[config.mk]
export PLATFORM = sky130hd
export DESIGN_NAME = fetch_top
export DESIGN_NICKNAME = d
export VERILOG_FILES = /design/src/logic/fetch_pkg.sv /design/src/logic/fetch_top.sv /design/src/logic/pc_sequencer.sv /design/src/logic/fetch_control.sv /design/src/logic/instr_rom.sv /design/src/logic/mem_delay_timer.sv
export SDC_FILE = /design/constraint.sdc
export NUM_CORES = 1
export LEC_CHECK = 0
export BUFFER_PORTS_ARGS = -buffer_cell sky130_fd_sc_hd__buf_2
export CORE_MARGIN = 3
export CORE_UTILIZATION = 40
export DETAILED_ROUTE_END_ITERATION = 7
export GPL_TIMING_DRIVEN = 0
export SLEW_MARGIN = 40
export SYNTH_ARGS = -nofsm -noshare
export SYNTH_HDL_FRONTEND = slang
export SYNTH_SLANG_ARGS = --single-unit
[constraint.sdc]
create_clock -name clock -period 6.8 [get_ports clock]
set_input_delay 0.34 -clock clock [delete_from_list [all_inputs] [get_ports clock]]
set_output_delay 0.34 -clock clock [all_outputs]
set_load 0.005 [all_outputs]
[src/program.hex]
// One 32-bit instruction word per line, ROM index 0 first (addi x1, x1, index + 1)
00108093
00208093
00308093
00408093
00508093
00608093
00708093
00808093
00908093
00a08093
00b08093
00c08093
00d08093
00e08093
00f08093
01008093
01108093
01208093
01308093
01408093
01508093
01608093
01708093
01808093
01908093
01a08093
01b08093
01c08093
01d08093
01e08093
01f08093
02008093
02108093
02208093
02308093
02408093
02508093
02608093
02708093
02808093
02908093
02a08093
02b08093
02c08093
02d08093
02e08093
02f08093
03008093
03108093
03208093
03308093
03408093
03508093
03608093
03708093
03808093
03908093
03a08093
03b08093
03c08093
03d08093
03e08093
03f08093
04008093

[src/logic/fetch_pkg.sv]
`default_nettype none

package fetch_pkg;

    // ------------------------------
    // AXI4 read channel payloads
    // ------------------------------

    // Read address channel, 49 bits
    typedef struct packed {
        logic [31:0] addr;
        logic [3:0]  id;
        logic [7:0]  len;
        logic [2:0]  size;
        logic [1:0]  burst;
    } axi_ar_t;

    // Read data channel, 39 bits
    typedef struct packed {
        logic [31:0] data;
        logic [1:0]  resp;
        logic        last;
        logic [3:0]  id;
    } axi_r_t;

    // ------------------------------
    // Pipeline side payloads
    // ------------------------------

    // Strobe from later stages, only meaningful when redirect or stop is set
    typedef struct packed {
        logic [31:0] target;
        logic        redirect;
        logic        stop;
    } redirect_t;

    // Fetched instruction handed to decode
    typedef struct packed {
        logic [31:0] pc;
        logic [31:0] inst;
        logic        fault;
    } fetch_out_t;

    // Response and burst encodings
    localparam logic [1:0] RESP_OKAY   = 2'b00;
    localparam logic [1:0] RESP_SLVERR = 2'b10;
    localparam logic [1:0] BURST_FIXED = 2'b00;
    localparam logic [2:0] SIZE_WORD   = 3'b010;

endpackage

`default_nettype wire
[src/logic/fetch_top.sv]
`timescale 1ns/10ps
`default_nettype none

module fetch_top #(
    parameter logic [31:0] RESET_PC     = 32'h3000_0000,
    parameter int          ROM_WORDS    = 64,
    parameter int          READ_LATENCY = 3
) (
    input  logic                  clock,
    input  logic                  reset,

    input  fetch_pkg::redirect_t  redirect,

    output logic                  valid,
    output fetch_pkg::fetch_out_t out,
    input  logic                  ready
);

    // Read channels between fetch and ROM
    logic               ar_valid;
    logic               ar_ready;
    fetch_pkg::axi_ar_t ar;
    logic               r_valid;
    fetch_pkg::axi_r_t  r;

    logic [31:0]        pc;
    logic               handoff;

    fetch_control u_control (
        .clock   (clock),
        .reset   (reset),
        .ar_valid(ar_valid),
        .ar      (ar),
        .ar_ready(ar_ready),
        .r_valid (r_valid),
        .r       (r),
        .valid   (valid),
        .out     (out),
        .ready   (ready),
        .pc      (pc),
        .handoff (handoff)
    );

    pc_sequencer #(
        .RESET_PC(RESET_PC)
    ) u_pc (
        .clock   (clock),
        .reset   (reset),
        .redirect(redirect),
        .handoff (handoff),
        .pc      (pc)
    );

    instr_rom #(
        .RESET_PC    (RESET_PC),
        .ROM_WORDS   (ROM_WORDS),
        .READ_LATENCY(READ_LATENCY)
    ) u_rom (
        .clock   (clock),
        .reset   (reset),
        .ar_valid(ar_valid),
        .ar      (ar),
        .ar_ready(ar_ready),
        .r_valid (r_valid),
        .r       (r)
    );

endmodule

`default_nettype wire

[src/logic/pc_sequencer.sv]
`timescale 1ns/10ps
`default_nettype none

module pc_sequencer #(
    parameter logic [31:0] RESET_PC = 32'h3000_0000
) (
    input  logic                 clock,
    input  logic                 reset,

    input  fetch_pkg::redirect_t redirect,
    input  logic                 handoff,

    output logic [31:0]          pc
);

    // One-deep latch of the first strobe since the last handoff
    fetch_pkg::redirect_t pending;
    logic                 pending_active;
    logic                 strobe;
    logic [31:0]          next_pc;

    assign pending_active = pending.redirect || pending.stop;
    assign strobe         = redirect.redirect || redirect.stop;

    // ------------------------------
    // Next address at handoff
    // ------------------------------

    always_comb begin
        if (pending.stop || redirect.stop) begin
            // Refetch the same address
            next_pc = pc;
        end else if (pending.redirect) begin
            next_pc = pending.target;
        end else if (redirect.redirect) begin
            next_pc = redirect.target;
        end else begin
            next_pc = pc + 32'd4;
        end
    end

    always_ff @(posedge clock) begin
        if (reset) begin
            pc <= RESET_PC;
        end else if (handoff) begin
            pc <= next_pc;
        end
    end

    // ------------------------------
    // Pending request latch
    // ------------------------------

    always_ff @(posedge clock) begin
        if (reset) begin
            pending.redirect <= 1'b0;
            pending.stop     <= 1'b0;
        end else if (handoff) begin
            pending.redirect <= 1'b0;
            pending.stop     <= 1'b0;
        end else if (strobe && !pending_active) begin
            // First one wins and later strobes are dropped
            pending.redirect <= redirect.redirect;
            pending.stop     <= redirect.stop;
        end
    end

    // Target kept with the first strobe
    always_ff @(posedge clock) begin
        if (!handoff && strobe && !pending_active) begin
            pending.target <= redirect.target;
        end
    end

endmodule

`default_nettype wire

[src/logic/fetch_control.sv]
`timescale 1ns/10ps
`default_nettype none

module fetch_control (
    input  logic                  clock,
    input  logic                  reset,

    // AXI4 read address channel
    output logic                  ar_valid,
    output fetch_pkg::axi_ar_t    ar,
    input  logic                  ar_ready,

    // AXI4 read data channel, always ready
    input  logic                  r_valid,
    input  fetch_pkg::axi_r_t     r,

    // Decode side
    output logic                  valid,
    output fetch_pkg::fetch_out_t out,
    input  logic                  ready,

    input  logic [31:0]           pc,
    output logic                  handoff
);

    typedef enum logic [1:0] {
        REQUEST,
        WAIT_DATA,
        HOLD
    } state_t;

    // Only one read outstanding, so one id is enough
    localparam logic [3:0] FETCH_ID = 4'd0;

    state_t state;
    logic   data_hit;

    // ------------------------------
    // Address channel
    // ------------------------------

    assign ar_valid = (state == REQUEST);

    always_comb begin
        ar.addr  = pc;
        ar.id    = FETCH_ID;
        // Single beat
        ar.len   = 8'd0;
        ar.size  = fetch_pkg::SIZE_WORD;
        ar.burst = fetch_pkg::BURST_FIXED;
    end

    // ------------------------------
    // Sequencing
    // ------------------------------

    assign data_hit = r_valid && (r.id == FETCH_ID);
    assign valid    = (state == HOLD);
    assign handoff  = valid && ready;

    always_ff @(posedge clock) begin
        if (reset) begin
            state <= REQUEST;
        end else begin
            case (state)
                REQUEST: begin
                    if (ar_ready) begin
                        state <= WAIT_DATA;
                    end
                end
                WAIT_DATA: begin
                    if (data_hit) begin
                        state <= HOLD;
                    end
                end
                HOLD: begin
                    // Next fetch starts right after decode takes this one
                    if (ready) begin
                        state <= REQUEST;
                    end
                end
                default: begin
                    state <= REQUEST;
                end
            endcase
        end
    end

    // Output register, held until handoff
    always_ff @(posedge clock) begin
        if (state == WAIT_DATA && data_hit) begin
            out.pc    <= pc;
            out.inst  <= r.data;
            out.fault <= (r.resp != fetch_pkg::RESP_OKAY);
        end
    end

endmodule

`default_nettype wire

[src/logic/instr_rom.sv]
`timescale 1ns/10ps
`default_nettype none

module instr_rom #(
    parameter logic [31:0] RESET_PC     = 32'h3000_0000,
    parameter int          ROM_WORDS    = 64,
    parameter int          READ_LATENCY = 3
) (
    input  logic               clock,
    input  logic               reset,

    // AXI4 read address channel
    input  logic               ar_valid,
    input  fetch_pkg::axi_ar_t ar,
    output logic               ar_ready,

    // AXI4 read data channel
    output logic               r_valid,
    output fetch_pkg::axi_r_t  r
);

    localparam int          IW        = (ROM_WORDS > 1) ? $clog2(ROM_WORDS) : 1;
    localparam logic [31:0] ROM_BYTES = 32'(4 * ROM_WORDS);

    logic [31:0]       mem [0:ROM_WORDS-1];
    logic              accept;
    logic              busy;
    logic              done;
    logic [31:0]       offset;
    logic              hit;
    fetch_pkg::axi_r_t rsp;

    initial begin
        $readmemh("/design/src/program.hex", mem);
    end

    // ------------------------------
    // Address decode
    // ------------------------------

    assign ar_ready = !busy;
    assign accept   = ar_valid && ar_ready;
    assign offset   = ar.addr - RESET_PC;

    // Word aligned and inside the image
    assign hit = (ar.addr >= RESET_PC)
              && (offset < ROM_BYTES)
              && (ar.addr[1:0] == 2'b00);

    // Response is looked up at accept and held for the timer
    always_ff @(posedge clock) begin
        if (accept) begin
            rsp.id   <= ar.id;
            rsp.last <= 1'b1;
            if (hit) begin
                rsp.data <= mem[offset[IW+1:2]];
                rsp.resp <= fetch_pkg::RESP_OKAY;
            end else begin
                rsp.data <= 32'd0;
                rsp.resp <= fetch_pkg::RESP_SLVERR;
            end
        end
    end

    // ------------------------------
    // Read latency
    // ------------------------------

    mem_delay_timer #(
        .READ_LATENCY(READ_LATENCY)
    ) u_timer (
        .clock(clock),
        .reset(reset),
        .start(accept),
        .busy (busy),
        .done (done)
    );

    assign r_valid = done;
    assign r       = rsp;

endmodule

`default_nettype wire

[src/logic/mem_delay_timer.sv]
`timescale 1ns/10ps
`default_nettype none

module mem_delay_timer #(
    parameter int READ_LATENCY = 3
) (
    input  logic clock,
    input  logic reset,

    input  logic start,
    output logic busy,
    output logic done
);

    localparam int CW = $clog2(READ_LATENCY + 1);

    logic [CW-1:0] count;

    assign busy = (count != '0);

    // Count runs READ_LATENCY down to zero, done follows the last step
    always_ff @(posedge clock) begin
        if (reset) begin
            count <= '0;
            done  <= 1'b0;
        end else begin
            done <= (count == CW'(1));
            if (start) begin
                count <= CW'(READ_LATENCY);
            end else if (busy) begin
                count <= count - CW'(1);
            end
        end
    end

endmodule

`default_nettype wire

* Word level (Yosys, flattened, before mapping)
Cells that the tools add are included.
Operators by class: bitwise operators 1, eq/ne operators 6, $add $sub $neg 3, multiplexer cells 9, order comparisons 2, reductions and logical operators 22
Operators with widths (number):
- $mux W32 | 2
- $add A32 B3 Y32 const B | 1
- $ge A32 B30 Y1 const B | 1
- $lt A32 B9 Y1 const B | 1
- $sub A32 B30 Y32 const B | 1
- $mux W2 | 6
- $logic_and A1 B1 Y1 | 8
- $pmux W2 S3 | 1
- $reduce_bool A2 Y1 | 3
- $eq A2 B1 Y1 const B | 2
- $logic_not A2 Y1 | 2
- $ne A2 B2 Y1 const B | 2
- $logic_not A1 Y1 | 3
- $logic_or A1 B1 Y1 | 3
- $reduce_and A3 Y1 | 1
- $eq A2 B2 Y1 const B | 1
- $ne A2 B1 Y1 const B | 1
- $reduce_and A2 Y1 | 1
- $reduce_or A2 Y1 | 1
- $sub A2 B1 Y2 const B | 1
- $not A1 Y1 | 1
Storage, ports and cells: bits of input ports 37, word-level logic and storage cells 55, register bits 170, output and inout port bits 66

* Logic depth before layout (Yosys ltp)
depth after elaboration 5, depth in mapped cells 7, gate-level depth less buffers 6

* By module
A second synthesis with hierarchy kept.
Unflattened totals: cell total of the unflattened synthesis 555, area, all modules 6419.9 µm²
Modules (own cells, without submodules):
- pc_sequencer | sequential area each 1641.6 µm², instances 1, area an instance 3344.5 µm², cells each 359
- fetch_control | sequential area each 1991.9 µm², instances 1, area an instance 2457.4 µm², cells each 130
- instr_rom | sequential area each 150.1 µm², instances 1, area an instance 479.2 µm², cells each 52
- mem_delay_timer | sequential area each 60.1 µm², instances 1, area an instance 138.9 µm², cells each 14

* Worst setup path before layout
Ideal clock, no wire load.
path type input to register, start input port redirect[1] (netlist name), end register u_pc.pending[10] (netlist name) (enable), stages on the path 4, path buffers 2, data required time 6.299 ns, slack 2.259 ns, setup time 0.501 ns, arrival time 4.040 ns, cells stage by stage clkbuf_1 > clkbuf_1 > nor2_1 > nor4_1
On the way: word-level cells in the longest chain between the ends 3
Ends and longest elaborated chain:
- start, declared | line fetch_top.sv:12 | input fetch_pkg::redirect_t redirect,
- $logic_or A1 B1 Y1 | line pc_sequencer.sv:23 | assign strobe = redirect.redirect || redirect.stop;
- $logic_and A1 B1 Y1 (2 in series) | line pc_sequencer.sv:70 | if (!handoff && strobe && !pending_active) begin
- end, declared | line pc_sequencer.sv:17 | fetch_pkg::redirect_t pending;
No other way between the ends. A chain may end at the register's enable or synchronous reset.

* Worst setup path in the final report
start register u_pc.pc[2], end register u_pc.pc[28]
On the way: word-level cells in the longest chain between the ends 3
Ends and longest elaborated chain:
- start, declared | line pc_sequencer.sv:13 | output logic [31:0] pc
- start signal, assigned | line pc_sequencer.sv:46 | pc <= next_pc;
- $add A32 B3 Y32 | line pc_sequencer.sv:38 | next_pc = pc + 32'd4;
- $mux W32 | line pc_sequencer.sv:35 | end else if (redirect.redirect) begin
- $mux W32 | line pc_sequencer.sv:33 | end else if (pending.redirect) begin
No other way between the ends.

==> impl_metrics.toml <==
[run_status]
status = "finished, final reports clean"

[global_routing]
grt_max_degree = 22
grt_pass1_vias = 3864
gr-total-overflow = 0
antenna_found_initial = 0
grt_util_all_layers_pct = 20.11
grt_pass1_wl_um = 20680

[clocking]
path_clk_slew_ns = 0.07
cts-resized-gates = 0
cts_made_buffers = 9
cts_hold_repair.buffers = 0
cts_tree = "built"
htree_levels = 3
root_buffer = "clkbuf_16"
clock_latency_ns = 0.35
cts_setup_buffers = 0
clock_sink_count = 105
cts.path.max_buffers = 2

[die]
die_h_um = 115.9
die_area_sq_um = 13440
placeableCoreArea_sq_um = 11610
die_w_um = 115.9
num_rows = 39
floorplan.initialDensity_pct = 41.63
io_pins = 103

[timing]
period_needed_ns = 2.542
tns_ns = 0
rsz0062_at_grt = "no"
tightest_slew_ns = 0.7423
setup_viol = 0
fmax_mhz = 393.4
finalCritPeriodShare_pct = 37.38
finClkSkew_ns = 0.007802
final_max_slew_viol_count = 0
hold_violations = 0
maxSlewHeadroom_pct = 50.51
setup_slack_ns = 4.258

[drt]
drt_iter0_drc = 431
antenna_left = 0
wirelength_um = 13300
firstDrtPassIters = 5
wl_per_cell_um = 18.55
vias = 3927
drc = 0
viasPerCell = 5.477

[setup_path]
max_stage_delay_ns = 0.63
cp_cell_sequence = "ha_1 -> nand4_1 -> nor4_4 -> nand4_1 -> or4_1 -> nand3_1"
rr_startpoint = "u_pc.pc[2]"
rr_endpoint = "u_pc.pc[28]"
arrival_ns = 2.84
reg2reg_depth = 6
cp_data_required_time_ns = 7.09
startpoint_type = "register"
ff2ff_setup_slack_ns = 4.26
crit_path_start = "u_pc.pc[2]"
end_kind = "register"
critPathMostFrequentCell = "nand4_1"
cp_max_fo = 10
path_class = "register to register"
cpMaxStageDelayCell = "nor4_4"

[layout]
fillCellCount = 1112
nNetsFinal = 611
final_cells = 717
antenna_cells = 0
area_delta_synth_final_pct = 20.11
final_cell_mix = "buf_2 (78), edfxtp_1 (66), dfxtp_1 (39)"
drive_gt1_share_pct = 23.34
final_common_cell = "buf_2"

[min_path]
whs_path_depth = 1
min_path_type = "input pin to register"
holdCritStartpoint = "redirect[9]"
min_to = "u_pc.pending[9]"

[yosys]
ys_async_sr_fraction_pct = 0
synth_edf_count = 66
synth_flop_cell = "edfxtp_1"
syn_area_per_cell_sq_um = 10.74
ys_warn_count = 0
synthCells = 450
ys_seq_elements = 105
synth_cell_types = 53
ys_seq_area_share_pct = 57.14
syn_area_sq_um = 4835

[power_and_ir_drop]
p_leak_nw = 2.205
vdd_ir_drop_max_mv = 0.1006
p_per_area_nw_per_um2 = 241.1
total_power_mw = 1.400

[placed_design]
place_ws_ns = 3.931
dp.cells = 702
dp_hpwl_um = 9632
port_buffers = 70
gpl.final_weighted_congestion = 0.8626

[flow_run]
cap_violations = 0
[cells in the mapped netlist (2+ instances only)]
library cell  count  area share, %
a211oi_1          7            1.1
a21o_1            2           0.31
a21oi_1          33            3.4
a221o_1           3           0.62
a22o_1            3           0.54
a22oi_1          14            2.2
a311oi_1          5           0.91
a31oi_1           3           0.39
and3_1            6           0.78
and4_1            3           0.54
buf_1             4           0.31
buf_4            32            5.0
clkbuf_1         20            1.6
dfxtp_1          39             16
edfxtp_1         66             41
ha_1              4            1.0
inv_1            14            1.1
mux2i_1           2           0.41
nand2_1          33            2.6
nand2b_1          3           0.39
nand3_1          13            1.3
nand4_1          10            1.3
nor2_1           27            2.1
nor2b_1           4           0.52
nor3_1           11            1.1
nor3b_1           2           0.31
nor4_1           11            1.4
nor4_4            2           0.88
o211ai_1          5           0.78
o21ai_0          25            2.6
o22ai_1           4           0.52
o311ai_0          3           0.54
o31a_1            4           0.72
o31ai_1           3           0.47
o32ai_1           5           0.91
or2_2             2           0.26
or3_1             7           0.91
[worst max path at each step]
stage	end	slack, ns	depth (start not counted)
2_1_floorplan	u_pc.pending[10]	2.26	4
3_3_place_gp	u_pc.pending[11]	-0.009	5
3_5_place_dp	u_pc.pending[11]	3.93	8
4_1_cts	u_pc.pending[2]	4.24	6
5_1_grt	u_pc.pc[28]	4.08	6
6_report	u_pc.pc[28]	4.26	6
[cell families (layout without fill, tap and decap cells)]
family / Yosys count / in the layout / synth area share, %
AOI/OAI and AO/OA: 125 / 125 / 17.13
adders and majority gates: 4 / 4 / 1.035
buffers and inverters: 71 / 164 / 8.023
DFF: 105 / 105 / 57.14
muxes: 3 / 3 / 0.6470
other: 1 / 32 / 0.07757
and+or+nand+nor: 141 / 141 / 15.94
[flip-flops by register name, summed over array words and instances, names as in the netlist]
signal,cells
u_rom.u_timer.count,2
u_pc.pc,32
u_control.state,2
u_control.out,33
u_rom.u_timer.done,1
u_rom.r,1
u_pc.pending,34
[worst max-delay path: cells and delay by family (launching register included)]
kind,cells,cell delay (ns)
simple gates,5,1.62
flops,1,0.52
fa+ha+maj,1,0.35
[cell type report]
cell class                      instances  area (sq um)  share of cell area [%]
Buffer                                 57         335.3                   5.775
Clock buffer                           12         246.5                   4.245
Clock inverter                          3         16.27                  0.2801
Inverter                               14         52.55                  0.9050
Multi-Input combinational cell        305          1814                   31.24
Sequential cell                       105          2763                   47.58
Tap cell                              143         178.9                   3.081
Timing Repair Buffer                   78         400.4                   6.895
[where the power goes]
part	internal, mW	switching (mW)
logic	0.0693	0.103
clock network	0.256	0.227
registers	0.727	0.0176
[per-layer routing]
metal / wire length (um) / part of all wire (%) / global-route usage (%)
met1: 5982 / 45 / 27.07
met2: 6252 / 47 / 32.57
met3: 769 / 5.8 / 2.924
met4: 299 / 2.2 / 8.430
met5: 0 / 0 / 0
[through the flow]
step	area, sq um	util [%]	hold slack, ns
6_report	5807	50.00	0.1778
3_5_place_dp	5544	47.74	0.4080
4_1_cts	5807	50.00	0.1731
3_3_place_gp	5480	47.19	0.4063
2_1_floorplan	4951	-	0.4003
5_1_grt	5807	50.00	0.1741
Power figures use the tool's default switching activity.
